===== config.mk =====
export PLATFORM = sky130hd
export DESIGN_NAME = ecc_rsp_port
export DESIGN_NICKNAME = d
export VERILOG_FILES = /design/src/hw/ecc_pkg.sv /design/src/hw/ecc_rsp_port.sv
export SDC_FILE = /design/constraint.sdc
export NUM_CORES = 1
export LEC_CHECK = 0
export BUFFER_PORTS_ARGS = -buffer_cell sky130_fd_sc_hd__buf_2
export CORE_UTILIZATION = 45
export DETAILED_ROUTE_END_ITERATION = 10
export HOLD_SLACK_MARGIN = 0.06
export PLACE_DENSITY = 0.67
export SYNTH_ARGS = -nofsm -noshare
export SYNTH_HDL_FRONTEND = slang
export SYNTH_SLANG_ARGS = --single-unit

===== constraint.sdc =====
create_clock -name clk -period 5.4 [get_ports clk]
set_input_delay 0.27 -clock clk [delete_from_list [all_inputs] [get_ports clk]]
set_output_delay 0.27 -clock clk [all_outputs]
set_load 0.005 [all_outputs]

===== src/hw/ecc_pkg.sv =====
`default_nettype none

package ecc_pkg;

    localparam int DATA_BITS       = 63;
    localparam int CHECK_BITS      = 8;
    localparam int WORD_BITS       = DATA_BITS + CHECK_BITS;
    localparam int ADDR_BITS       = 6;
    localparam int STORE_DEPTH     = 1 << ADDR_BITS;
    localparam int REQ_DEPTH       = 4;
    localparam int REQ_PTR_BITS    = $clog2(REQ_DEPTH);
    localparam int RSP_DEPTH       = 4;
    localparam int RSP_PTR_BITS    = $clog2(RSP_DEPTH);
    localparam int RSP_CREDITS     = 2;
    localparam int RSP_CREDIT_BITS = $clog2(RSP_CREDITS + 1);
    localparam int CNT_BITS        = 16;

    typedef enum logic {
        op_write = 1'b0,
        op_read  = 1'b1
    } ecc_op_e;

    typedef struct packed {
        ecc_op_e                op;
        logic [ADDR_BITS-1:0]   addr;
        logic [DATA_BITS-1:0]   data;
        logic [WORD_BITS-1:0]   flip;    // fault injection mask, writes only
        logic                   bypass;  // reads only
    } ecc_req_t;

    typedef struct packed {
        logic [DATA_BITS-1:0]   data;
        logic                   sbit_err;
        logic                   dbit_err;
    } ecc_rsp_t;

    typedef union packed {
        struct packed {
            logic [CHECK_BITS-1:0] parity;
            logic [DATA_BITS-1:0]  data;
        } fields;
        logic [WORD_BITS-1:0] bits;
    } ecc_word_u;

    // syndrome column of data bit i, low 7 bits are the hamming position
    function automatic logic [CHECK_BITS-1:0] ecc_column(input int i);
        logic [CHECK_BITS-2:0] pos;
        pos = 7'(i + 3);
        for (int k = 2; k < CHECK_BITS - 1; k++) begin
            if (pos >= 7'(1 << k)) begin
                pos = pos + 7'd1;  // skip check bit slot
            end
        end
        return {~^pos, pos};  // top bit keeps column weight odd
    endfunction

    function automatic logic [CHECK_BITS-1:0] ecc_encode(input logic [DATA_BITS-1:0] d);
        logic [CHECK_BITS-1:0] p;
        p = '0;
        for (int i = 0; i < DATA_BITS; i++) begin
            if (d[i]) begin
                p = p ^ ecc_column(i);
            end
        end
        return p;
    endfunction

endpackage

`default_nettype wire


===== src/hw/ecc_rsp_port.sv =====
`timescale 1ns/1ns
`default_nettype none

module ecc_rsp_port (
    input  logic              clk,
    input  logic              reset,
    input  logic              reserve,
    input  logic              push,
    input  ecc_pkg::ecc_rsp_t rsp_in,
    output logic              can_reserve,
    output logic              rsp_valid,
    output ecc_pkg::ecc_rsp_t rsp,
    input  logic              rsp_credit
);
    import ecc_pkg::*;

    ecc_rsp_t                   slots [RSP_DEPTH];
    logic [RSP_PTR_BITS-1:0]    wr_ptr;
    logic [RSP_PTR_BITS-1:0]    rd_ptr;
    logic [RSP_PTR_BITS:0]      count;
    logic [RSP_PTR_BITS:0]      reserved;
    logic [RSP_PTR_BITS:0]      occupied;
    logic [RSP_CREDIT_BITS-1:0] credits;
    logic                       empty;
    logic                       store;
    logic                       unload;

    assign empty       = (count == '0);
    assign occupied    = reserved + count;
    assign can_reserve = occupied < (RSP_PTR_BITS + 1)'(RSP_DEPTH);

    // fall through when the buffer is empty
    assign rsp_valid = (credits != '0) && (!empty || push);
    assign rsp       = empty ? rsp_in : slots[rd_ptr];
    assign store     = push && !(empty && rsp_valid);
    assign unload    = rsp_valid && !empty;

    always_ff @(posedge clk) begin
        if (store) begin
            slots[wr_ptr] <= rsp_in;
        end
    end

    always_ff @(posedge clk) begin
        if (reset) begin
            wr_ptr   <= '0;
            rd_ptr   <= '0;
            count    <= '0;
            reserved <= '0;
            credits  <= RSP_CREDIT_BITS'(RSP_CREDITS);
        end else begin
            if (store) begin
                wr_ptr <= wr_ptr + 1'b1;
            end
            if (unload) begin
                rd_ptr <= rd_ptr + 1'b1;
            end
            count    <= count + (RSP_PTR_BITS + 1)'(store) - (RSP_PTR_BITS + 1)'(unload);
            reserved <= reserved + (RSP_PTR_BITS + 1)'(reserve)
                                 - (RSP_PTR_BITS + 1)'(push);
            credits  <= credits + RSP_CREDIT_BITS'(rsp_credit)
                                - RSP_CREDIT_BITS'(rsp_valid);
        end
    end

    // core pushes only what it reserved two cycles back
    a_push_reserved: assert property (@(posedge clk) disable iff (reset)
        push |-> reserved != '0);

    a_credit_bound: assert property (@(posedge clk) disable iff (reset)
        credits <= RSP_CREDIT_BITS'(RSP_CREDITS));

endmodule

`default_nettype wire


Word-level counts from Yosys, hierarchy flattened
Memories as Yosys holds them, arrays and structs flattened. A register that Yosys moved wholly into a read port is not among the register bits.
Cells that the tools add are included.
- multiplexer cells: 5
- reduce and logical (&&, ||, !) cells: 9
- order comparisons: 1
- add/sub/neg operators: 9
- operators by type and width (kind ; count):
    $mux W65 ; 1
    $add A3 B1 Y3 ; 2
    $sub A3 B1 Y3 ; 2
    $add A2 B1 Y2 const B ; 2
    $logic_and A1 B1 Y1 ; 4
    $mux W2 ; 2
    $add A3 B3 Y3 ; 1
    $logic_not A3 Y1 ; 1
    $lt A3 B3 Y1 const B ; 1
    $add A2 B1 Y2 ; 1
    $logic_not A1 Y1 ; 2
    $mux W1 ; 2
    $reduce_bool A2 Y1 ; 1
    $sub A2 B1 Y2 ; 1
    $logic_or A1 B1 Y1 ; 1
- register bits: 12
- output and inout bits: 67
- memories kept: 1
- RAM bits: 260
- memories (name ; depth ; width ; read ports ; clocked after memory_dff ; write ports ; RTL line ; RTL):
    slots ; 4 ; 65 ; 1 ; 1 ; 1 ; ecc_rsp_port.sv:17 ; ecc_rsp_t slots [RSP_DEPTH];

Longest topological paths before layout
- depth after elaboration: 9
- mapped depth: 11

Worst setup path after synthesis
No wires, ideal clock.
- path type: register to register
- from: register count[2]
- to: memory slots[0][0] (netlist name), enable pin
- clock period less this slack: 2.826 ns
- library setup time: 0.430 ns
- setup slack: 2.574 ns
- arrival: 2.396 ns
- cell stages (with the launch flop): 5
- path buffers: 1
- required time: 4.970 ns
- cell sequence: dfxtp_1 -> or3_1 -> buf_2 -> o21a_1 -> and2_1
- word-level cells in the longest chain between the ends: 9
- ends and longest elaborated chain (item ; RTL line ; RTL):
    start, declared ; ecc_rsp_port.sv:20 ; logic [RSP_PTR_BITS:0] count;
    start signal, assigned ; ecc_rsp_port.sv:58 ; count <= count + (RSP_PTR_BITS + 1)'(store) - (RSP_PTR_BITS + 1)'(unload);
    $logic_not A3 Y1 * ; ecc_rsp_port.sv:28 ; assign empty = (count == '0);
    $logic_not A1 Y1 ; ecc_rsp_port.sv:33 ; assign rsp_valid = (credits != '0) && (!empty || push);
    $logic_or A1 B1 Y1 ; ecc_rsp_port.sv:33 ;
    $logic_and A1 B1 Y1 ; ecc_rsp_port.sv:33 ;
    $logic_and A1 B1 Y1 * ; ecc_rsp_port.sv:35 ; assign store = push && !(empty && rsp_valid);
    $logic_not A1 Y1 * ; ecc_rsp_port.sv:35 ;
    $logic_and A1 B1 Y1 * ; ecc_rsp_port.sv:35 ;
    $mux W1 * ; ecc_rsp_port.sv:39 ; if (store) begin
    $mux W1 (not written as such) * ; ecc_rsp_port.sv:40 ; slots[wr_ptr] <= rsp_in;
    end, declared ; ecc_rsp_port.sv:17 ;
Mark *: on every way between the ends. The rest lies on a longest branch, timed or not.

==> results <==
- Summing all multi-input logic gate instances after layout gives 0.00280 mm2.
- The critical path in this run is classified as register to output port.
- The post-detailed-route wirelength per cell is approximately 19 um.
- The tool flagged a number of max-cap violations equal to 0.
- The sum of internal, switching and leakage power is roughly 6800 uW.
- The standby leakage power is 0.00477 uW.
- The horizontal die dimension is approximately 160 um.
- The cell type group with the largest total delay on the critical path is flip-flops.
- The number of routed nets with antenna violations is 0.
- The post-detailed-route DRC marker count is 0.
- The floorplan has between 50 and 60 rows.
- In the synthesized netlist the async set-or-reset flop fraction comes to 0%.
- The largest stage delay on the critical path is approximately 1.0 ns.
- The total nets after synthesis is 577.
- Among all flip-flop cells after synthesis, the most frequent one is edfxtp_1.
- The area overhead of the layout relative to synthesis is 23.3%.
- Ranked by total cell area, the synthesized netlist is headed by edfxtp_1, mux4_2, mux2_4.
- The number of buffers and inverters on the critical path is 2.
- Across every metal layer, demand over resource in global routing totals roughly 16%.
- Clock latency on the worst-skew pair, taken at its later pin, is about 0.5 ns.
- The max-slew violation count is 0.
- The synthesized area per cell is about 22 um2.
- Setup violations remaining at the end of the flow were counted as 0.
- The type of the worst min-delay path is input pin to register.
- The die covers 0.0252 mm2.
- The most repeated cell in the gate-level netlist after synthesis is edfxtp_1.
- The number of placed I/O pins is 137.
- The total power divided by cell area is 499 mW/mm2.
- The H-tree depth reported by CTS is 1.
- The total routed wirelength is roughly 20,000 um.
- The first global-routing pass estimated 31,800 um of wire.
- The minimum period implied by the final worst setup slack is around 3.3 ns.
- Sequential cells burn between 40 and 50% of the power.
- In the final timing run, aggregate negative setup slack is 0 ns.
- The proportion of synthesized chip area in sequential cells is 73.1%.
- Of all nets on the critical path, the largest fanout is 49.
- The layout filler cell count is 1,870.
- The final weighted congestion of routability-driven global placement is 0.713.
- The power spent charging and discharging nets is between 1500 and 2000 uW.
- The cell total after placement is 933.
- Of the post-synthesis cell area, the dominant cell type holds between 70% and 80%.
- The data arrival time of the critical path is slightly below 3 ns.
- The internal cell power is about 5000 uW.
- Setup repair after global routing left no endpoint under its margin.
- The number of sinks on the clock net is around 270.
- The maximum count of clock buffers along a single path is 3.
- Based on the critical path, the design can be clocked at up to 307 MHz.
- In this run, distinct cell masters in the synthesized netlist total 32.
- For the pin with the worst max-slew slack, the measured transition is 1.03 ns.
- The combinational power share is approximately 29%.
- The design area is around 0.014 mm2.
- The total number of vias is ~5,300.
- The pin count of the biggest net entering global routing is 66.
- The area of the core region is 0.0242 mm2.
- The count of nets after finishing is approximately 790.
- Across the whole layout, storage elements account for 0.00810 mm2.
- The number of global-route vias before repair came to 5,824.
- The peak supply drop is ~0.26 mV.
- The clock buffer count from CTS is 27.
- Summing all placed instances gives a cell area of around 0.012 mm2.
- The repair_antennas step left the layout with diodes totalling 0.
- The share of the clock period used by the worst path is roughly three fifths.
- The number of hold violations in the final report came to 0.
- The worst slew slack as a fraction of its limit is 31.1%.
- The global route total overflow is 0.
- In this run the clock root is driven by a clkbuf_16.
- Once the floorplan was initialized, standard cells occupied 45.6% of the core.
- In the final layout, the share of cells above drive strength 1 is between 40 and 50%.
- Measured along the y axis, the die boundary spans about 160 um.
- The via-per-instance ratio is between 5 and 6.
- The worst setup path is launched from a register.
- Detailed placement ended at an HPWL of 10,800 um.
- For this run, the detailed router's first-pass iteration total came to 4.
- For this run, the number of Yosys warnings is 0.
- The initial antenna violation count was 0.
- In this run the cell area of the synthesized design comes to 0.0111 mm2.
- The number of enable-type register cells in the synthesized netlist is 260.
- The clock group share of total power is 28.9%.
- Port buffering added between 100 and 150 buffers.
- Sorting the synthesized cells by how often they occur yields edfxtp_1, mux4_2, mux2_4, mux2_2, dfxtp_1.
- The required arrival time at the worst endpoint is 5.13 ns.
- Among all stages on the critical path, the largest delay is contributed by dfxtp_4.
- The clock-pin transition on the worst setup and hold timing paths is 0.06 ns.
- The run finished with clean final reports.
- STA classifies the critical path endpoint as an output port.
- Excluding fillers, the count of instances in the completed layout stands at 1,047.
- TritonCTS built the clock tree.
- The cell count after synthesis is slightly below 500.
- Synthesis inferred ~270 register bits.
- In this run switching power makes up between 20% and 30% of total power.
- In this run, the number of DRC markers left after iteration 0 of detailed routing was between 200 and 250.
- Walking the worst path, the cells encountered are buf_4 -> mux4_2 -> mux2_4 -> buf_2.
- The clock arrives with 0.00448 ns of skew.
- The synthesized design spends more area on one cell type than any other, namely edfxtp_1.
-- state kept, by name (all words and copies together), names as in the netlist, named ones only --
name and cells:
count 3, slots 260, reserved 3, credits 2
rd_ptr 2, wr_ptr 2
-- worst min-delay path: stages --
cell     delay (ns)
buf_2          0.08
ha_1           0.12
nor2b_1        0.11
-- cells by family after synthesis --
group,after synthesis,synth area share [%]
compound gates,9,0.554
xor+xnor,7,0.554
fa+ha+maj,12,1.49
buf+inv,36,1.74
flops,274,73.1
mux,131,21.3
simple gates,26,1.28
-- layout by cell type, fill, tap and decap left out, drive strengths merged, types with 2 or more instances in the layout --
cell	netlist	layout
edfxtp	260	260
buf	20	138
mux2	66	66
mux4	65	65
dlygate4sd3	0	65
clkbuf	4	29
dfxtp	14	14
inv	12	13
ha	10	10
nor2	9	9
clkinv	0	9
xnor2	6	6
bufinv	0	6
and2	4	4
nor2b	4	4
clkinvlp	0	4
nor4	2	2
o21ai	2	2
o31ai	2	2
fa	2	2
or3	2	2
-- repair_timing --
action                                 CTS  global route
hold buffers                            65             0
resized for setup                        0             0
buffers inserted                         0             0
endpoints found under the hold margin  260             0
-- power by group through the flow --
| stage | logic (uW) | registers [uW] | clock network, uW |
|---|---|---|---|
| finish | 1960 | 2880 | 1970 |
| global route | 2140 | 2920 | 2080 |
| CTS | 2010 | 2890 | 2010 |
| detailed placement | 1960 | 2940 | 0 |
| global placement | 1940 | 2920 | 0 |
| floorplan | 1510 | 2770 | 0 |
-- final cells by class --
| type | count | area share [%] |
|---|---|---|
| Clock buffer | 29 | 5.01 |
| Clock inverter | 20 | 1.98 |
| Inverter | 12 | 0.330 |
| Multi-Input combinational cell | 185 | 20.5 |
| Sequential cell | 274 | 59.3 |
| Tap cell | 324 | 2.97 |
| Timing Repair Buffer | 203 | 9.87 |
-- per-stage QoR --
step / hold WS (ns) / utilization (%) / worst slack [ns]
5_1_grt: 0.0893 / 56.3 / 1.87
6_report: 0.0961 / 56.3 / 2.15
2_1_floorplan: 0.369 / - / 2.57
3_5_place_dp: 0.498 / 49.6 / 2.56
3_3_place_gp: 0.459 / 49.6 / 2.56
4_1_cts: 0.0723 / 56.3 / 2.00
-- layer usage --
layer  wire length [um]  track usage (%)  vias up
met5                  0                0        -
li1                   -                -     2458
met3                963             3.06       34
met1               8970             22.1     2719
met4                370             4.50        0
met2               9460             26.8      130
-- worst paths after layout --
kind / startpoint / to / slack [ns] / cells after the start
hold reg to reg: rd_ptr[1]$_SDFFE_PP0P_ / register / 0.52 / 2
hold / removal: reserve / reserved[0]$_SDFF_PP0_ / 0.1 / 3
setup / recovery: register / rsp[31] / 2.15 / 4
setup reg to reg: count[1]$_SDFF_PP0_ / count[2]$_SDFF_PP0_ / 2.86 / 10
(Power assumes the default switching activity.)
