## config.mk

```make
export PLATFORM = sky130hd
export DESIGN_NAME = ecc_req_fifo
export DESIGN_NICKNAME = d
export VERILOG_FILES = /design/src/hw/ecc_pkg.sv /design/src/hw/ecc_req_fifo.sv
export SDC_FILE = /design/constraint.sdc
export NUM_CORES = 1
export LEC_CHECK = 0
export ABC_AREA = 0
export BUFFER_PORTS_ARGS = -buffer_cell sky130_fd_sc_hd__buf_2
export CAP_MARGIN = 30
export CELL_PAD_IN_SITES_DETAIL_PLACEMENT = 1
export CELL_PAD_IN_SITES_GLOBAL_PLACEMENT = 2
export CORE_MARGIN = 3
export CORE_UTILIZATION = 45
export DETAILED_ROUTE_END_ITERATION = 7
export PLACE_DENSITY = 0.85
export SETUP_SLACK_MARGIN = 0.2
export SKIP_LAST_GASP = 1
export SLEW_MARGIN = 20
export SYNTH_ARGS = -nofsm -noshare
export SYNTH_HDL_FRONTEND = slang
export SYNTH_SLANG_ARGS = --single-unit
```

## constraint.sdc

```tcl
create_clock -name clk -period 6.3 [get_ports clk]
set_input_delay 0.945 -clock clk [delete_from_list [all_inputs] [get_ports clk]]
set_output_delay 0.945 -clock clk [all_outputs]
set_load 0.02 [all_outputs]
```

## src/hw/ecc_pkg.sv

```systemverilog
`default_nettype none

package ecc_pkg;

    localparam int DATA_BITS       = 63;
    localparam int CHECK_BITS      = 8;
    localparam int WORD_BITS       = DATA_BITS + CHECK_BITS;
    localparam int ADDR_BITS       = 6;
    localparam int STORE_DEPTH     = 1 << ADDR_BITS;
    localparam int REQ_DEPTH       = 4;
    localparam int REQ_PTR_BITS    = $clog2(REQ_DEPTH);
    localparam int RSP_DEPTH       = 4;
    localparam int RSP_PTR_BITS    = $clog2(RSP_DEPTH);
    localparam int RSP_CREDITS     = 2;
    localparam int RSP_CREDIT_BITS = $clog2(RSP_CREDITS + 1);
    localparam int CNT_BITS        = 16;

    typedef enum logic {
        op_write = 1'b0,
        op_read  = 1'b1
    } ecc_op_e;

    typedef struct packed {
        ecc_op_e                op;
        logic [ADDR_BITS-1:0]   addr;
        logic [DATA_BITS-1:0]   data;
        logic [WORD_BITS-1:0]   flip;    // fault injection mask, writes only
        logic                   bypass;  // reads only
    } ecc_req_t;

    typedef struct packed {
        logic [DATA_BITS-1:0]   data;
        logic                   sbit_err;
        logic                   dbit_err;
    } ecc_rsp_t;

    typedef union packed {
        struct packed {
            logic [CHECK_BITS-1:0] parity;
            logic [DATA_BITS-1:0]  data;
        } fields;
        logic [WORD_BITS-1:0] bits;
    } ecc_word_u;

    // syndrome column of data bit i, low 7 bits are the hamming position
    function automatic logic [CHECK_BITS-1:0] ecc_column(input int i);
        logic [CHECK_BITS-2:0] pos;
        pos = 7'(i + 3);
        for (int k = 2; k < CHECK_BITS - 1; k++) begin
            if (pos >= 7'(1 << k)) begin
                pos = pos + 7'd1;  // skip check bit slot
            end
        end
        return {~^pos, pos};  // top bit keeps column weight odd
    endfunction

    function automatic logic [CHECK_BITS-1:0] ecc_encode(input logic [DATA_BITS-1:0] d);
        logic [CHECK_BITS-1:0] p;
        p = '0;
        for (int i = 0; i < DATA_BITS; i++) begin
            if (d[i]) begin
                p = p ^ ecc_column(i);
            end
        end
        return p;
    endfunction

endpackage

`default_nettype wire

```

## src/hw/ecc_req_fifo.sv

```systemverilog
`timescale 1ns/1ns
`default_nettype none

module ecc_req_fifo (
    input  logic              clk,
    input  logic              reset,
    input  logic              req_valid,
    input  ecc_pkg::ecc_req_t req,
    input  logic              pop,
    output ecc_pkg::ecc_req_t head,
    output logic              nonempty,
    output logic              req_credit
);
    import ecc_pkg::*;

    ecc_req_t                slots [REQ_DEPTH];
    logic [REQ_PTR_BITS-1:0] wr_ptr;
    logic [REQ_PTR_BITS-1:0] rd_ptr;
    logic [REQ_PTR_BITS:0]   count;

    assign head     = slots[rd_ptr];
    assign nonempty = (count != '0);

    always_ff @(posedge clk) begin
        if (req_valid) begin
            slots[wr_ptr] <= req;
        end
    end

    always_ff @(posedge clk) begin
        if (reset) begin
            wr_ptr     <= '0;
            rd_ptr     <= '0;
            count      <= '0;
            req_credit <= 1'b0;
        end else begin
            if (req_valid) begin
                wr_ptr <= wr_ptr + 1'b1;
            end
            if (pop) begin
                rd_ptr <= rd_ptr + 1'b1;
            end
            count      <= count + (REQ_PTR_BITS + 1)'(req_valid)
                                - (REQ_PTR_BITS + 1)'(pop);
            req_credit <= pop;  // one credit back per pop
        end
    end

    // host must hold a credit for every request
    a_no_push_full: assert property (@(posedge clk) disable iff (reset)
        req_valid |-> count < (REQ_PTR_BITS + 1)'(REQ_DEPTH));

    a_no_pop_empty: assert property (@(posedge clk) disable iff (reset)
        pop |-> nonempty);

endmodule

`default_nettype wire

```

### Yosys cells after proc, flatten, opt, wreduce, memory -nomap -nowiden

Memories as Yosys holds them, arrays and structs flattened. A register that Yosys moved wholly into a read port is not among the register bits.
Index checks and enable logic that the tools add are counted.

* register bits: 8
* bits in writable memories: 568
* input port bits: 146
* output and inout port bits: 144
* logic and storage cells: 14
* memories kept: 1

* add/sub/neg operators: 4
* muxes and demuxes: 4
* reduce and logical (&&, ||, !) cells: 1

Memory list
* slots: words 4, width 142, rd ports 1, clocked after Yosys merged registers in 1, wr ports 1, RTL line ecc_req_fifo.sv:16 `ecc_req_t slots [REQ_DEPTH];`

Operator list (number)
* 2-bit by 1-bit adder with 2-bit output, second input constant: 2
* 2-bit 2-to-1 mux: 2
* 3-bit by 1-bit adder with 3-bit output: 1
* 3-bit nonzero test: 1
* 3-bit by 1-bit subtractor with 3-bit output: 1
* 1-bit 2-to-1 mux: 2

### Depth between registers and ports, before layout

Gate-level depths: netlist (run 1).

* word-level depth: 3
* depth in mapped cells: 7

### Worst setup path after synthesis (run 1)

Ideal clock, no wire load.

* kind: input -> register
* from: input req_valid
* to: memory slots[0][0] (netlist name), enable pin
* library setup time: 0.518 ns
* arrival time: 4.190 ns
* setup slack: 1.592 ns
* cell stages on the path: 1
* path through: and2_1

* cells in the longest elaborated chain, start to end: 2

Ends and longest elaborated chain
* start: declaration: RTL line ecc_req_fifo.sv:7 `input logic req_valid,`
* 1-bit 2-to-1 mux: RTL line ecc_req_fifo.sv:25 `if (req_valid) begin`
* 1-bit 2-to-1 mux (not written as such): RTL line ecc_req_fifo.sv:26 `slots[wr_ptr] <= req;`
* end: declaration: RTL line ecc_req_fifo.sv:16

Every way passes these cells.

==> results of run 1 <==
## routing by layer
layer	part of all wire, %	up-vias	wire, um	GRT usage, %
met3	8.3	71	3548	5.865
li1	-	4051	-	-
met2	50	294	21560	28.81
met5	0.18	-	76	0
met4	2.0	12	873	4.747
met1	39	4900	16750	22.66
## where the power goes
group          switching, mW  internal [mW]  leakage, nW
sequential            0.0600           4.42         5.30
clock                   1.34           1.98        0.909
combinational          0.526          0.357         2.12
## sequential cells by signal, summed over array words and instances, names as in the netlist, named ones only
| name | count |
|---|---|
| req_credit | 1 |
| slots | 568 |
| wr_ptr | 2 |
| count | 3 |
| rd_ptr | 2 |
## cells in the mapped netlist
cell type  count  area (um^2)
edfxtp_1     568        17060
mux4_2       142         3198
buf_2         16        80.08
buf_6         10        112.6
dfxtp_1       10        200.2
clkbuf_1       7        26.28
ha_1           6        75.07
inv_1          6        22.52
nor2_1         5        18.77
and2_1         4        25.02
nor2b_1        3        18.77
xnor2_1        2        17.52
a21bo_2        1        10.01
a21oi_1        1        5.000
fa_1           1        20.02
mux2i_1        1        10.01
nand3b_1       1        7.510
or3_1          1        6.260
xor3_1         1        23.77
## worst max path at each step
stage / startpoint / cells after the start / to / slack (ps)
floorplan: req_valid / 1 / slots[0][0] / 1590
global placement: flop / 3 / head[131] / 2910
detailed placement: flop / 3 / head[20] / 2910
CTS: flop / 3 / head[11] / 2220
global route: flop / 4 / head[62] / 2380
finish: flop / 3 / head[62] / 2540
## area by class of cell
type                    count  area share [%]
diodes                      3         0.03008
clock buffers              76           6.293
clock inverters            28           1.138
inverters                   6         0.09025
multi-input cells         169           13.81
flip-flops and latches    578           69.18
well taps                 600           3.008
repair buffers            298           6.448
## worst max-delay path, cell delays in order (launching register included)
cell,delay (ps)
dfxtp_4,930
buf_12,520
mux4_2,440
buf_2,190
## per-stage QoR
step	setup slack, ps	power, mW	utilization (%)	instances	hold WS, ps
6_report	2536	8.695	54.64	1758	550.1
5_1_grt	2380	9.041	54.62	1755	528.9
4_1_cts	2215	8.810	54.56	1754	508.7
3_5_place_dp	2905	5.465	50.50	1650	547.7
3_3_place_gp	2914	5.430	50.50	1650	510.1
2_1_floorplan	1592	5.134	-	786	499.3
## kinds of logic after synthesis
family          count (synthesis)
xor+xnor                        3
mux                           143
flops                         578
simple gates                   14
compound gates                  2
fa+ha+maj                       7
buf+inv                        39
## cells in the final DEF (no fill, tap or decap), types with 2 or more instances in the layout
cell type and n:
and2_4 4, buf_4 2, dfxtp_4 2, inv_1 6, ha_1 6, clkinv_1 10, clkbuf_8 3, mux4_2 142
edfxtp_1 568, xnor2_1 2, dfxtp_1 8, buf_12 6, nor2b_1 3, diode_2 3, bufinv_16 6, buf_2 289
clkbuf_16 59, clkinv_2 10, clkbuf_1 14, nor2_1 5
==> flow_metrics.tcl, run 1 <==
set metrics [dict create \
    outcome "complete, no violations" \
    endpoint_kind "output pin" \
    antenna_found_initial 10 \
    cts_buffer_depth 3 \
    cts-resized-gates 0 \
    hpwl_um 24820 \
    dieHeight_um 221.7 \
    numCtsBuffers 58 \
    via_per_inst 5.306 \
    routabilityCongestion 0.6887 \
    hp-start "rd_ptr[1]" \
    synthXorXnorAreaFrac_pct 0.1972 \
    initial_core_util_pct 45.83 \
    crit_type "reg -> out" \
    gr-total-overflow 0 \
    crit_path_start_kind "flop" \
    dr.first_iter.drc_count 599 \
    synth_mux_area_share_pct 15.32 \
    clock_sinks 578 \
    wl_per_cell_um 24.35 \
    drive_above_1_share_pct 45.63 \
    die_x_um 221.7 \
    r2r-end "slots[2][92]" \
    first_global_vias 10330 \
    cts_hold_buf 0 \
    dieArea_mm2 0.04914 \
    crit_path_max_fanout 86 \
    finalSetupViolCount 0 \
    io_buffer_count 289 \
    timing.final.hold_violations 0 \
    drc 0 \
    cts_setup_buffers 0 \
    synth_nets 939 \
    syn_inst 786 \
    skew_ps 23.00 \
    min_delay_path_depth 2 \
    rr_worst_depth 4 \
    tns_ps 0 \
    pin_count 290 \
    tritoncts "done" \
    critical_path_arrival_ps 2820 \
    cellPowerDensity_mw_per_mm2 348.5 \
    fin_crit_sh_pct 59.74 \
    timing.final.crit_period_ps 3764 \
    ys_ff_latch 578 \
    p_leak_nw 8.335 \
    max_freq_mhz 265.7 \
    multi_input_area_mm2 0.003446 \
    placementRows 78 \
    yosys.area_share.simple_pct 0.3646 \
    yosysSeqAreaShare_pct 82.43 \
    clkTransAtPathRegs_ps 60 \
    design_area_mm2 0.02495 \
    syn2layout_area_growth_pct 19.20 \
    tightest_slew_ps 980.5 \
    maxSlewViolCount 0 \
    place_area_mm2 0.02306 \
    min-delay-path-class "reg -> reg" \
    track_usage_pct 17.52 \
    rsz0062_at_grt "no" \
    synth_fa_ha_area_share_pct 0.4542 \
    grt_pass1_wl_um 65160 \
    grt_max_degree 143 \
    fillers 3932 \
    seq_area_mm2 0.01726 \
    yosysUniqueCellTypes 19 \
    num_vias 9328 \
    ir_drop_uv 258.7 \
    ys_warn_count 0 \
    syn-cell-area_mm2 0.02093 \
    clk_latency_ps 590 \
    max_slew_margin_pct 34.64 \
    drt-total-wl_um 42810 \
    dr.pass1.iters 5 \
    synth_top_family_by_area "multiplexers" \
    cts_root_buf "clkbuf_16" \
    antenna_left 0 \
    reg2reg_from "wr_ptr[0]" \
    drv_cap 0 \
    synth-compound-area-share_pct 0.07172 \
    core_mm2 0.04567 \
    cts-htree-levels 2 \
    cp_data_required_time_ps 5350 \
    avgSynthCellArea_um2 26.63 \
    r2r_slack_ps 4410 \
    final_nets 1264 \
]
No activity file was read; power rests on OpenSTA's default activity.
==> run 2: changes to the inputs <==
- clock period: 6.3 -> 3.49 ns (I/O delays scaled with it)
==> flow_metrics.tcl, run 2 (synthesis results as in run 1) <==
set metrics [dict create \
    pin_count 290 \
    cp_data_required_time_ps 2970 \
    cts-htree-levels 2 \
    drt-total-wl_um 43430 \
    antenna_found_initial 9 \
    cts_setup_buffers 0 \
    fin_crit_sh_pct 85.63 \
    io_buffer_count 289 \
    drv_cap 0 \
    crit_path_max_fanout 41 \
    place_area_mm2 0.02326 \
    tightest_slew_ps 814.5 \
    cts_root_buf "clkbuf_16" \
    min-delay-path-class "in -> reg" \
    p_sw_mw 3.524 \
    maxSlewViolCount 0 \
    timing.final.crit_period_ps 2988 \
    core_mm2 0.04567 \
    layout_common_cells "568 x edfxtp_1, 289 x buf_2, 142 x mux4_2, 59 x clkbuf_16, 13 x buf_12" \
    critical_path_arrival_ps 2460 \
    dieArea_mm2 0.04914 \
    gr-total-overflow 0 \
    grt_pass1_wl_um 66050 \
    drc 0 \
    crit_path_start_kind "flop" \
    p_sw_share_pct 22.79 \
    finalSetupViolCount 0 \
    clkTransAtPathRegs_ps 60 \
    cpPeakStageDelay_ps 660 \
    slowest_stage "dfxtp_4" \
    wl_per_cell_um 24.58 \
    seqPwrFrac_pct 52.3 \
    dieHeight_um 221.7 \
    skew_ps 11.42 \
    track_usage_pct 17.75 \
    initial_core_util_pct 45.83 \
    largest_reg_flops 568 \
    largest_registers "slots (568), count (3)" \
    via_per_inst 5.290 \
    routabilityCongestion 0.7151 \
    max_slew_margin_pct 45.70 \
    rsz0062_at_grt "no" \
    dr.pass1.iters 5 \
    cpLargestDelayFamily "flip-flops" \
    die_x_um 221.7 \
    final_nets 1276 \
    outcome "complete, no violations" \
    timing.final.ws_setup_ps 501.7 \
    design_area_mm2 0.02501 \
    timing.final.hold_violations 0 \
    r2r_slack_ps 1500 \
    place_ws_ps 1051 \
    crit_buf_inv 2 \
    first_global_vias 10460 \
    p_clk_share_pct 37.1 \
    antenna_left 0 \
    cts-resized-gates 0 \
    num_vias 9348 \
    cellPowerDensity_mw_per_mm2 618.3 \
    layout_commonest_cell "edfxtp_1" \
    cts_hold_buf 0 \
    placementRows 78 \
    drive_above_1_share_pct 46.14 \
    grt_max_degree 64 \
    tns_ps 0 \
    tritoncts "done" \
    max_freq_mhz 334.6 \
    crit_chain "buf_12 -> mux4_2 -> buf_2" \
    dr.first_iter.drc_count 555 \
    crit_type "reg -> out" \
    endpoint_kind "output pin" \
    p_leak_nw 8.364 \
    p_int_mw 11.94 \
    combinationalPowerShare_pct 10.5 \
    clock_sinks 578 \
    numCtsBuffers 57 \
    cts_buffer_depth 3 \
    top_register "slots" \
    ir_drop_uv 443.4 \
    hpwl_um 26810 \
    clk_latency_ps 590 \
    syn2layout_area_growth_pct 19.46 \
]
-- run 2: power groups by stage --
stage,clock [mW],combinational [mW],sequential (mW)
2_1_floorplan,0,1.05,8.19
3_3_place_gp,0,1.63,8.21
5_1_grt,6.21,1.76,8.11
4_1_cts,5.92,1.68,8.09
3_5_place_dp,0,1.67,8.24
6_report,5.74,1.63,8.09
-- run 2: cell type report --
type / count / area [um^2]
timing repair buffer: 311 / 1774
clock inverter: 31 / 226.5
clock buffer: 71 / 1521
inverter: 6 / 22.52
antenna: 1 / 2.502
sequential: 578 / 17260
fill: 3954 / 20670
multi-input combinational: 169 / 3446
tap: 600 / 750.7
-- run 2: final timing paths --
path	depth (start not counted)	startpoint	to
hold / removal	1	req[24]	slots[2][24]
setup / recovery	3	flop	head[58]
hold reg to reg	2	rd_ptr[1]	flop
setup reg to reg	4	wr_ptr[0]	slots[0][139]
-- run 2: metrics by stage --
stage                     power [mW]  utilization (%)  hold WS (ps)  std cells
final                          15.46            54.75         138.3       1767
after global routing           16.08            54.75         106.3       1766
after CTS                      15.69            54.75         89.97       1766
after detailed placement       9.906            50.92         526.6       1664
after global placement         9.840            50.92         502.2       1664
after floorplan                9.243                -         499.3        786
-- run 2: metal layers --
metal / up-vias / routed length [um] / track usage, % / part of all wire (%)
met3: 71 / 3171 / 5.733 / 7.3
met1: 4891 / 17460 / 22.92 / 40
met2: 292 / 21920 / 29.44 / 50
li1: 4078 / - / - / -
met4: 16 / 763 / 4.665 / 1.8
met5: - / 121 / 0 / 0.28
