File: src/hw/ecc_pkg.sv
`default_nettype none

package ecc_pkg;

    localparam int DATA_BITS       = 63;
    localparam int CHECK_BITS      = 8;
    localparam int WORD_BITS       = DATA_BITS + CHECK_BITS;
    localparam int ADDR_BITS       = 6;
    localparam int STORE_DEPTH     = 1 << ADDR_BITS;
    localparam int REQ_DEPTH       = 4;
    localparam int REQ_PTR_BITS    = $clog2(REQ_DEPTH);
    localparam int RSP_DEPTH       = 4;
    localparam int RSP_PTR_BITS    = $clog2(RSP_DEPTH);
    localparam int RSP_CREDITS     = 2;
    localparam int RSP_CREDIT_BITS = $clog2(RSP_CREDITS + 1);
    localparam int CNT_BITS        = 16;

    typedef enum logic {
        op_write = 1'b0,
        op_read  = 1'b1
    } ecc_op_e;

    typedef struct packed {
        ecc_op_e                op;
        logic [ADDR_BITS-1:0]   addr;
        logic [DATA_BITS-1:0]   data;
        logic [WORD_BITS-1:0]   flip;    // fault injection mask, writes only
        logic                   bypass;  // reads only
    } ecc_req_t;

    typedef struct packed {
        logic [DATA_BITS-1:0]   data;
        logic                   sbit_err;
        logic                   dbit_err;
    } ecc_rsp_t;

    typedef union packed {
        struct packed {
            logic [CHECK_BITS-1:0] parity;
            logic [DATA_BITS-1:0]  data;
        } fields;
        logic [WORD_BITS-1:0] bits;
    } ecc_word_u;

    // syndrome column of data bit i, low 7 bits are the hamming position
    function automatic logic [CHECK_BITS-1:0] ecc_column(input int i);
        logic [CHECK_BITS-2:0] pos;
        pos = 7'(i + 3);
        for (int k = 2; k < CHECK_BITS - 1; k++) begin
            if (pos >= 7'(1 << k)) begin
                pos = pos + 7'd1;  // skip check bit slot
            end
        end
        return {~^pos, pos};  // top bit keeps column weight odd
    endfunction

    function automatic logic [CHECK_BITS-1:0] ecc_encode(input logic [DATA_BITS-1:0] d);
        logic [CHECK_BITS-1:0] p;
        p = '0;
        for (int i = 0; i < DATA_BITS; i++) begin
            if (d[i]) begin
                p = p ^ ecc_column(i);
            end
        end
        return p;
    endfunction

endpackage

`default_nettype wire

File: src/hw/ecc_63_top.sv
`timescale 1ns/1ns
`default_nettype none

module ecc_63_top (
    input  ecc_pkg::ecc_word_u            codeword,
    input  logic                          bypass,
    output logic [ecc_pkg::DATA_BITS-1:0] data_out,
    output logic                          sbit_err,
    output logic                          dbit_err
);
    import ecc_pkg::*;

    logic [CHECK_BITS-1:0] syndrome;
    logic [DATA_BITS-1:0]  mask;
    logic                  data_hit;
    logic                  check_hit;
    logic                  sbit;
    logic                  dbit;

    assign syndrome = codeword.fields.parity ^ ecc_encode(codeword.fields.data);

    always_comb begin
        mask = '0;
        for (int i = 0; i < DATA_BITS; i++) begin
            mask[i] = (syndrome == ecc_column(i));
        end
    end

    assign data_hit  = |mask;
    // a lone syndrome bit points at a check bit
    assign check_hit = (syndrome != '0) && ((syndrome & (syndrome - 8'd1)) == '0);

    assign sbit = data_hit || check_hit;
    assign dbit = (syndrome != '0) && !sbit;  // no column matched

    assign data_out = bypass ? codeword.fields.data : codeword.fields.data ^ mask;
    assign sbit_err = bypass ? 1'b0 : sbit;
    assign dbit_err = bypass ? 1'b0 : dbit;

    // data columns are distinct and never a lone bit
    always_comb begin
        assert ($onehot0(mask) && !(data_hit && check_hit))
            else $error("ecc_63_top: syndrome matches more than one bit position");
    end

endmodule

`default_nettype wire

File: src/hw/ecc_store_core.sv
`timescale 1ns/1ns
`default_nettype none

module ecc_store_core (
    input  logic                          clk,
    input  logic                          reset,
    input  ecc_pkg::ecc_req_t             head,
    input  logic                          nonempty,
    output logic                          pop,
    input  logic                          can_reserve,
    output logic                          reserve,
    output logic                          push,
    output ecc_pkg::ecc_rsp_t             rsp_out,
    output logic                          mem_wr_en,
    output logic [ecc_pkg::ADDR_BITS-1:0] mem_wr_addr,
    output ecc_pkg::ecc_word_u            mem_wr_word,
    output logic                          mem_rd_en,
    output logic [ecc_pkg::ADDR_BITS-1:0] mem_rd_addr,
    input  ecc_pkg::ecc_word_u            mem_rd_word,
    output logic [ecc_pkg::CNT_BITS-1:0]  sbit_count,
    output logic [ecc_pkg::CNT_BITS-1:0]  dbit_count
);
    import ecc_pkg::*;

    logic                 is_read;
    ecc_word_u            enc_word;
    logic                 rd_pending;
    logic                 rd_bypass;
    logic [DATA_BITS-1:0] dec_data;
    logic                 dec_sbit;
    logic                 dec_dbit;

    assign is_read = (head.op == op_read);
    assign pop     = nonempty && (!is_read || can_reserve);  // writes never wait
    assign reserve = pop && is_read;

    always_comb begin
        enc_word.fields.data   = head.data;
        enc_word.fields.parity = ecc_encode(head.data);
        mem_wr_word.bits       = enc_word.bits ^ head.flip;  // injected faults
    end

    assign mem_wr_en   = pop && !is_read;
    assign mem_wr_addr = head.addr;
    assign mem_rd_en   = reserve;
    assign mem_rd_addr = head.addr;

    always_ff @(posedge clk) begin
        if (reset) begin
            rd_pending <= 1'b0;
            push       <= 1'b0;
        end else begin
            rd_pending <= reserve;
            push       <= rd_pending;
        end
    end

    always_ff @(posedge clk) begin
        if (reserve) begin
            rd_bypass <= head.bypass;  // travels with the memory read
        end
        if (rd_pending) begin
            rsp_out.data     <= dec_data;
            rsp_out.sbit_err <= dec_sbit;
            rsp_out.dbit_err <= dec_dbit;
        end
    end

    ecc_63_top ecc_63_top_i (
        .codeword (mem_rd_word),
        .bypass   (rd_bypass),
        .data_out (dec_data),
        .sbit_err (dec_sbit),
        .dbit_err (dec_dbit)
    );

    always_ff @(posedge clk) begin
        if (reset) begin
            sbit_count <= '0;
            dbit_count <= '0;
        end else if (rd_pending) begin
            if (dec_sbit && !(&sbit_count)) begin
                sbit_count <= sbit_count + 1'b1;  // saturates
            end
            if (dec_dbit && !(&dbit_count)) begin
                dbit_count <= dbit_count + 1'b1;
            end
        end
    end

endmodule

`default_nettype wire

File: config.mk
export PLATFORM = sky130hd
export DESIGN_NAME = ecc_store_core
export DESIGN_NICKNAME = d
export VERILOG_FILES = /design/src/hw/ecc_pkg.sv /design/src/hw/ecc_63_top.sv /design/src/hw/ecc_store_core.sv
export SDC_FILE = /design/constraint.sdc
export NUM_CORES = 1
export LEC_CHECK = 0
export BUFFER_PORTS_ARGS = -buffer_cell sky130_fd_sc_hd__buf_2
export CORE_MARGIN = 1
export CORE_UTILIZATION = 25
export DETAILED_ROUTE_END_ITERATION = 16
export GPL_TIMING_DRIVEN = 0
export PLACE_DENSITY = 0.59
export SETUP_SLACK_MARGIN = 0.2
export SLEW_MARGIN = 0
export SYNTH_ARGS = -nofsm -noshare
export SYNTH_HDL_FRONTEND = slang
export SYNTH_SLANG_ARGS = --single-unit
File: constraint.sdc
create_clock -name clk -period 4.02 [get_ports clk]
set_input_delay 0.402 -clock clk [delete_from_list [all_inputs] [get_ports clk]]
set_output_delay 0.402 -clock clk [all_outputs]
set_load 0.01 [all_outputs]
== Yosys cells after proc, flatten, opt, wreduce, memory -nomap -nowiden ==
Index checks and enable logic that the tools add are counted.
Operators by class
  add/sub/neg operators: 499
  magnitude comparators: 496
  equal/unequal tests: 63
  multiplexer cells: 1245
  bitwise gates (word level): 128
  reductions and logical operators: 144
Operators with widths (number)
  $mux 7: 1116
  $add 7x1->7 const B: 496
  $mux 8: 126
  $xor 8x8->8: 125
  $ge 7x4->1 const B: 124
  $ge 7x5->1 const B: 124
  $ge 7x6->1 const B: 124
  $ge 7x7->1 const B: 124
  $reduce_xnor 7->1: 124
  $eq 8x8->1 const B: 34
  $eq 8x6->1 const B: 15
  $xor 71x71->71: 1
  $mux 63: 1
  $reduce_or 63->1: 1
  $xor 63x63->63: 1
  $eq 8x5->1 const B: 7
  $add 16x1->16 const B: 2
  $reduce_and 16->1: 2
  $eq 8x4->1 const B: 3
  $eq 8x7->1 const B: 3
  $and 8x8->8: 1
  $eq 8x3->1 const B: 1
  $logic_not 8->1: 1
  $reduce_bool 8->1: 1
  6 further kinds: 18
Storage, ports and cells
  bits in registers: 100
  output and inout bits: 185

== Longest topological paths before layout ==
  depth after elaboration: 149
  depth in mapped cells: 17

== Hierarchy ==
Synthesis repeated with hierarchy kept, for this count alone.
Second synthesis, totals
  cell total of the unflattened synthesis: 882
  area total of the unflattened synthesis: 8853.5 µm²
By module, submodules not included
  ecc_store_core: instances 1, cells each 457, area an instance 5534.1 µm², sequential area each 2662.6 µm²
  ecc_63_top: instances 1, cells each 425, area an instance 3319.4 µm², sequential area each 0.0 µm²

== Least setup slack after synthesis ==
No wires, ideal clock.
  kind: input -> register
  start: input port mem_rd_word[36] (netlist bit)
  end: register dbit_count[14] (netlist bit)
  library setup time: 0.070 ns
  data arrival time: 4.063 ns
  data required time: 3.950 ns
  setup slack: -0.113 ns
  stages on the path: 15
  buffers on the path: 3
  path through: buf_2 -> xnor3_1 -> xnor3_2 -> xnor3_1 -> xnor3_2 -> buf_6 -> and2b_4 -> nand2_1 -> a31oi_1 -> a221o_1 -> a2111oi_4 -> nand4_1 -> buf_2 -> or4_1 -> a21oi_1
On the way
  cells in the longest elaborated chain, start to end: 64
  elaborated cells on any way between the ends: 129
  classes of those cells: add/sub: 1; eq/ne: 63; mux: 28; bitwise: 28; reduce/logical: 9
Ends and longest elaborated chain
  start, declared: RTL line ecc_store_core.sv:19  | input ecc_pkg::ecc_word_u mem_rd_word,
  $mux 8 (*): RTL line ecc_pkg.sv:61  | if (d[i]) begin
  $xor 8x8->8: RTL line ecc_pkg.sv:62  | p = p ^ ecc_column(i);
  $mux 8 (*): RTL line ecc_pkg.sv:61
  $xor 8x8->8: RTL line ecc_pkg.sv:62
  $mux 8 (*): RTL line ecc_pkg.sv:61
  $xor 8x8->8: RTL line ecc_pkg.sv:62
  $mux 8 (*): RTL line ecc_pkg.sv:61
  $xor 8x8->8: RTL line ecc_pkg.sv:62
  (+48 left out)
  $logic_not 8->1: RTL line ecc_63_top.sv:31  | assign check_hit = (syndrome != '0) && ((syndrome & (syndrome - 8'd1)) == '0);
  $logic_and 1x1->1: RTL line ecc_63_top.sv:31
  $logic_or 1x1->1: RTL line ecc_63_top.sv:33  | assign sbit = data_hit || check_hit;
  $logic_not 1->1: RTL line ecc_63_top.sv:34  | assign dbit = (syndrome != '0) && !sbit;
  $logic_and 1x1->1 (*): RTL line ecc_63_top.sv:34
  $mux 1 (*): RTL line ecc_63_top.sv:38  | assign dbit_err = bypass ? 1'b0 : dbit;
  $logic_and 1x1->1 (*): RTL line ecc_store_core.sv:85  | if (dec_dbit && !(&dbit_count)) begin
  $reduce_and 2->1 (no line) (*)
  end signal, assigned: RTL line ecc_store_core.sv:86  | dbit_count <= dbit_count + 1'b1;
  end, declared: RTL line ecc_store_core.sv:21  | output logic [ecc_pkg::CNT_BITS-1:0] dbit_count
Every way passes the cells marked *; elsewhere a longest branch is shown, timed or not.
A chain may end at the register's enable or synchronous reset.

== Final worst setup path ==
  start: input port mem_rd_word[51] (netlist bit)
  end: register sbit_count[13] (netlist bit)
On the way
  cells in the longest elaborated chain, start to end: 32
  elaborated cells on any way between the ends: 97
  classes of those cells: add/sub: 1; eq/ne: 63; mux: 13; bitwise: 13; reduce/logical: 7
Ends and longest elaborated chain
  $mux 8 (*): RTL line ecc_pkg.sv:61
  $xor 8x8->8: RTL line ecc_pkg.sv:62
  $mux 8 (*): RTL line ecc_pkg.sv:61
  $xor 8x8->8: RTL line ecc_pkg.sv:62
  $mux 8 (*): RTL line ecc_pkg.sv:61
  $xor 8x8->8: RTL line ecc_pkg.sv:62
  $mux 8 (*): RTL line ecc_pkg.sv:61
  $xor 8x8->8: RTL line ecc_pkg.sv:62
  (+16 left out)
  $sub 8x1->8: RTL line ecc_63_top.sv:31
  $and 8x8->8: RTL line ecc_63_top.sv:31
  $logic_not 8->1: RTL line ecc_63_top.sv:31
  $logic_and 1x1->1: RTL line ecc_63_top.sv:31
  $logic_or 1x1->1 (*): RTL line ecc_63_top.sv:33
  $mux 1 (*): RTL line ecc_63_top.sv:37  | assign sbit_err = bypass ? 1'b0 : sbit;
  $logic_and 1x1->1 (*): RTL line ecc_store_core.sv:82  | if (dec_sbit && !(&sbit_count)) begin
  $reduce_and 2->1 (no line) (*)
  end signal, assigned: RTL line ecc_store_core.sv:83  | sbit_count <= sbit_count + 1'b1;
  end, declared: RTL line ecc_store_core.sv:20  | output logic [ecc_pkg::CNT_BITS-1:0] sbit_count,
Marked as above.

==> results.tsv <==
metric	value	unit
tritoncts	yes	
multiInputGateArea	7162	µm²
vias	9192	
timing.fmax	244.9	MHz
grt_pass1_vias	8824	
powerDensity	1159	nW/µm²
drc	0	
gp_routability_congestion	0.9795	
grt-ovfl-total	0	
grt_first_pass_wirelength	57.04	mm
yosysWarnings	0	
fin_total_pwr	16.24	mW
design.core.area	35830	µm²
post_synth_edffs	66	
worst_slack	-0.06390	ns
cp-end-kind	register	
total_of_max_cap_violations	0	
crit_fanout	7	
synth-seq-cells	100	
drtAntennaViolNets	0	
synthMostInstantiatedCell	sky130_fd_sc_hd__xnor2_1	
drt_iter0_markers	485	
worst_setup_hold_path_clk_slew	0.08	ns
worst_slew_margin_relative_to_its_limit	26.70	%
synth_area	9175	µm²
p_leak	5.911	nW
synthesis.instances	929	
critical_path.startpoint_type	input port	
avgViaCountPerCell	4.851	
critPathRequiredTime	4.32	ns
insertion_delay	0.37	ns
fillers	3528	
placedInstanceArea	11790	µm²
cp_data_arrival_time	4.38	ns
path_class	input port to register	
finalNetCount	1646	
die_h	193.6	µm
fin_crit	4.084	ns
ys_dominant_reg_cell	sky130_fd_sc_hd__edfxtp_1	
skew	0.01977	ns
tritoncts.num_buffers	9	
detail_route.wl_per_cell	21.87	µm
place_ws	-0.8630	ns
rsz0062_at_grt	yes	
port_buffers	393	
synth_top_cell_area_share	21.60	%
finalSetupViolCount	3	
sequential_cell_area	2666	µm²
area_growth_syn_to_layout	52.67	%
finalCritPeriodShare	101.6	%
synth_largest_area_cell	sky130_fd_sc_hd__edfxtp_1	
clk_root_buffer_cell	sky130_fd_sc_hd__clkbuf_16	
violations_in_the_final_reports	setup timing	
ios	402	
max_slew.worst_pin.slew	1.090	ns
cts-htree-levels	3	
die_area	37470	µm²
synth.cells.most_frequent	220 x sky130_fd_sc_hd__xnor2_1, 141 x sky130_fd_sc_hd__xor2_1, 66 x sky130_fd_sc_hd__edfxtp_1	
async_flop_share	0	%
hold-worst-slack	0.1997	ns
drt_first_pass_iters	5	
holdCritPathClass	input port to register	
cts_buffer_depth	2	
ys_types	63	
row_count	69	
drt_wl_total	41.45	mm
number_of_antenna_violations_at_the_first_check_in_global_routing	4	
syn_avg_cell_area	9.876	µm²
cts-hold-fix-buffers	0	
total_count_of_hold_check_failures_in_the_final_report	0	
syn_nets	1148	
grt_use_total	20.77	%
synth-seq-area-share	29.02	%
clock_sink_count	100	
detailed_place_hpwl	33.05	mm
pin_count_of_the_biggest_net_entering_global_routing	68	
worst_ir_drop_vdd	0.001030	V
drive_above_1_share	47.84	%
netlist_top_cells_area	sky130_fd_sc_hd__edfxtp_1 22%, sky130_fd_sc_hd__xnor2_1 21%, sky130_fd_sc_hd__xor2_1 13%, sky130_fd_sc_hd__dfxtp_1 7.4%, sky130_fd_sc_hd__xnor3_1 7.4%	
initial_core_util	25.61	%
floorplan.die.width	193.6	µm
report.final.slew_viol_count	0	
design_area	14010	µm²
outcome	finished, violations left	
## critical path, stage by stage
cell                       delay [ns]
sky130_fd_sc_hd__buf_2           0.15
sky130_fd_sc_hd__xnor3_1         0.50
sky130_fd_sc_hd__xnor2_2         0.21
sky130_fd_sc_hd__xnor2_1         0.16
sky130_fd_sc_hd__xnor3_2         0.62
sky130_fd_sc_hd__buf_8           0.21
sky130_fd_sc_hd__clkbuf_2        0.16
sky130_fd_sc_hd__nor2_2          0.12
sky130_fd_sc_hd__a32oi_1         0.06
sky130_fd_sc_hd__or3_1           0.33
sky130_fd_sc_hd__o31ai_1         0.10
sky130_fd_sc_hd__nor4_2          0.10
sky130_fd_sc_hd__and4_4          0.19
sky130_fd_sc_hd__buf_6           0.12
sky130_fd_sc_hd__buf_8           0.12
sky130_fd_sc_hd__buf_12          0.13
sky130_fd_sc_hd__buf_6           0.11
sky130_fd_sc_hd__or4_4           0.42
sky130_fd_sc_hd__a21oi_2         0.13
## layout make-up
| type | instances | share of cell area [%] |
|---|---|---|
| repair buffers | 487 | 20.51 |
| flip-flops and latches | 100 | 19.04 |
| inverters | 8 | 0.2144 |
| diodes | 2 | 0.03573 |
| clock inverters | 6 | 0.3394 |
| plain buffers | 49 | 2.832 |
| multi-input cells | 772 | 51.13 |
| clock buffers | 10 | 1.787 |
| well taps | 461 | 4.118 |
## flip-flops by register name, summed over array words and instances (netlist names)
register,cells
dbit_count,16
push,1
rd_bypass,1
rd_pending,1
rsp_out,65
sbit_count,16
## per-layer routing
metal  GRT usage (%)  wire (µm)
met1           21.31      14120
met2           39.90      22330
met3           2.894       2382
met4           12.15       2595
met5               0         17
## final timing paths
| check | startpoint | endpoint | slack, ns | cells after the start |
|---|---|---|---|---|
| worst max-delay path | mem_rd_word[51] | sbit_count[13]$_SDFFE_PP0P_ | -0.06 | 19 |
| worst min-delay path | head[0] | rd_bypass$_DFFE_PP_ | 0.20 | 1 |
| worst max register to register | sbit_count[6]$_SDFFE_PP0P_ | sbit_count[13]$_SDFFE_PP0P_ | 0.35 | 9 |
| worst min register to register | dbit_count[5]$_SDFFE_PP0P_ | dbit_count[5]$_SDFFE_PP0P_ | 0.50 | 2 |
## cell usage in the layout, fill, tap and decap left out, types with 5 or more instances in the layout
| master | synthesis | final |
|---|---|---|
| sky130_fd_sc_hd__a21oi_1 | 37 | 28 |
| sky130_fd_sc_hd__a21oi_2 | 0 | 8 |
| sky130_fd_sc_hd__and2_1 | 6 | 6 |
| sky130_fd_sc_hd__and3_1 | 9 | 8 |
| sky130_fd_sc_hd__buf_2 | 10 | 384 |
| sky130_fd_sc_hd__buf_4 | 13 | 92 |
| sky130_fd_sc_hd__buf_6 | 4 | 24 |
| sky130_fd_sc_hd__buf_8 | 0 | 10 |
| sky130_fd_sc_hd__clkbuf_1 | 19 | 13 |
| sky130_fd_sc_hd__clkbuf_16 | 0 | 12 |
| sky130_fd_sc_hd__dfxtp_1 | 34 | 33 |
| sky130_fd_sc_hd__edfxtp_1 | 66 | 66 |
| sky130_fd_sc_hd__inv_1 | 8 | 8 |
| sky130_fd_sc_hd__mux2i_1 | 5 | 5 |
| sky130_fd_sc_hd__nand2_1 | 55 | 46 |
| sky130_fd_sc_hd__nand2_4 | 0 | 6 |
| sky130_fd_sc_hd__nand3_1 | 33 | 30 |
| sky130_fd_sc_hd__nand4_1 | 7 | 7 |
| sky130_fd_sc_hd__nor2_1 | 64 | 57 |
| sky130_fd_sc_hd__nor2_4 | 0 | 6 |
| sky130_fd_sc_hd__nor3_1 | 21 | 14 |
| sky130_fd_sc_hd__o21ai_1 | 4 | 5 |
| sky130_fd_sc_hd__o31ai_1 | 28 | 13 |
| sky130_fd_sc_hd__o31ai_4 | 0 | 11 |
| sky130_fd_sc_hd__or3_1 | 9 | 9 |
| sky130_fd_sc_hd__or4_1 | 25 | 16 |
| sky130_fd_sc_hd__or4_4 | 0 | 9 |
| sky130_fd_sc_hd__xnor2_1 | 220 | 193 |
| sky130_fd_sc_hd__xnor2_2 | 3 | 22 |
| sky130_fd_sc_hd__xnor2_4 | 0 | 8 |
| sky130_fd_sc_hd__xnor3_1 | 30 | 18 |
| sky130_fd_sc_hd__xnor3_2 | 6 | 18 |
| sky130_fd_sc_hd__xor2_1 | 141 | 135 |
| sky130_fd_sc_hd__xor2_2 | 0 | 6 |
## repair_timing
action                     4_1_cts  5_1_grt
setup endpoints to repair       41       34
gates cloned                     4        1
setup buffers                   50       39
pin swaps                       22       75
resized for setup              127      116
## logic make-up after synthesis
family | count (synthesis) | synth area share [%]
AO/OA/AOI/OAI | 102 | 7.814
adder cells (fa/ha/maj) | 2 | 0.2727
AND/OR/NAND/NOR | 260 | 14.44
multiplexers | 6 | 0.6682
buffers and inverters | 57 | 3.327
flip-flops | 100 | 29.02
XOR/XNOR | 402 | 44.46
## stage by stage
stage                     util, %  cells  setup TNS, ns
after global routing        39.10   1895         -2.026
final                       39.10   1895        -0.1128
after detailed placement    32.90   1783         -28.96
after CTS                   36.75   1853              0
after global placement      32.86   1783         -37.42
after floorplan                 -    929              0
## power breakdown
part	internal (mW)	total (mW)	switching, mW
sequential	1.14	1.16	0.0174
combinational	6.71	14.2	7.46
clock	0.467	0.902	0.435
total	8.32	16.2	7.91
No activity file was read; power rests on OpenSTA's default activity.
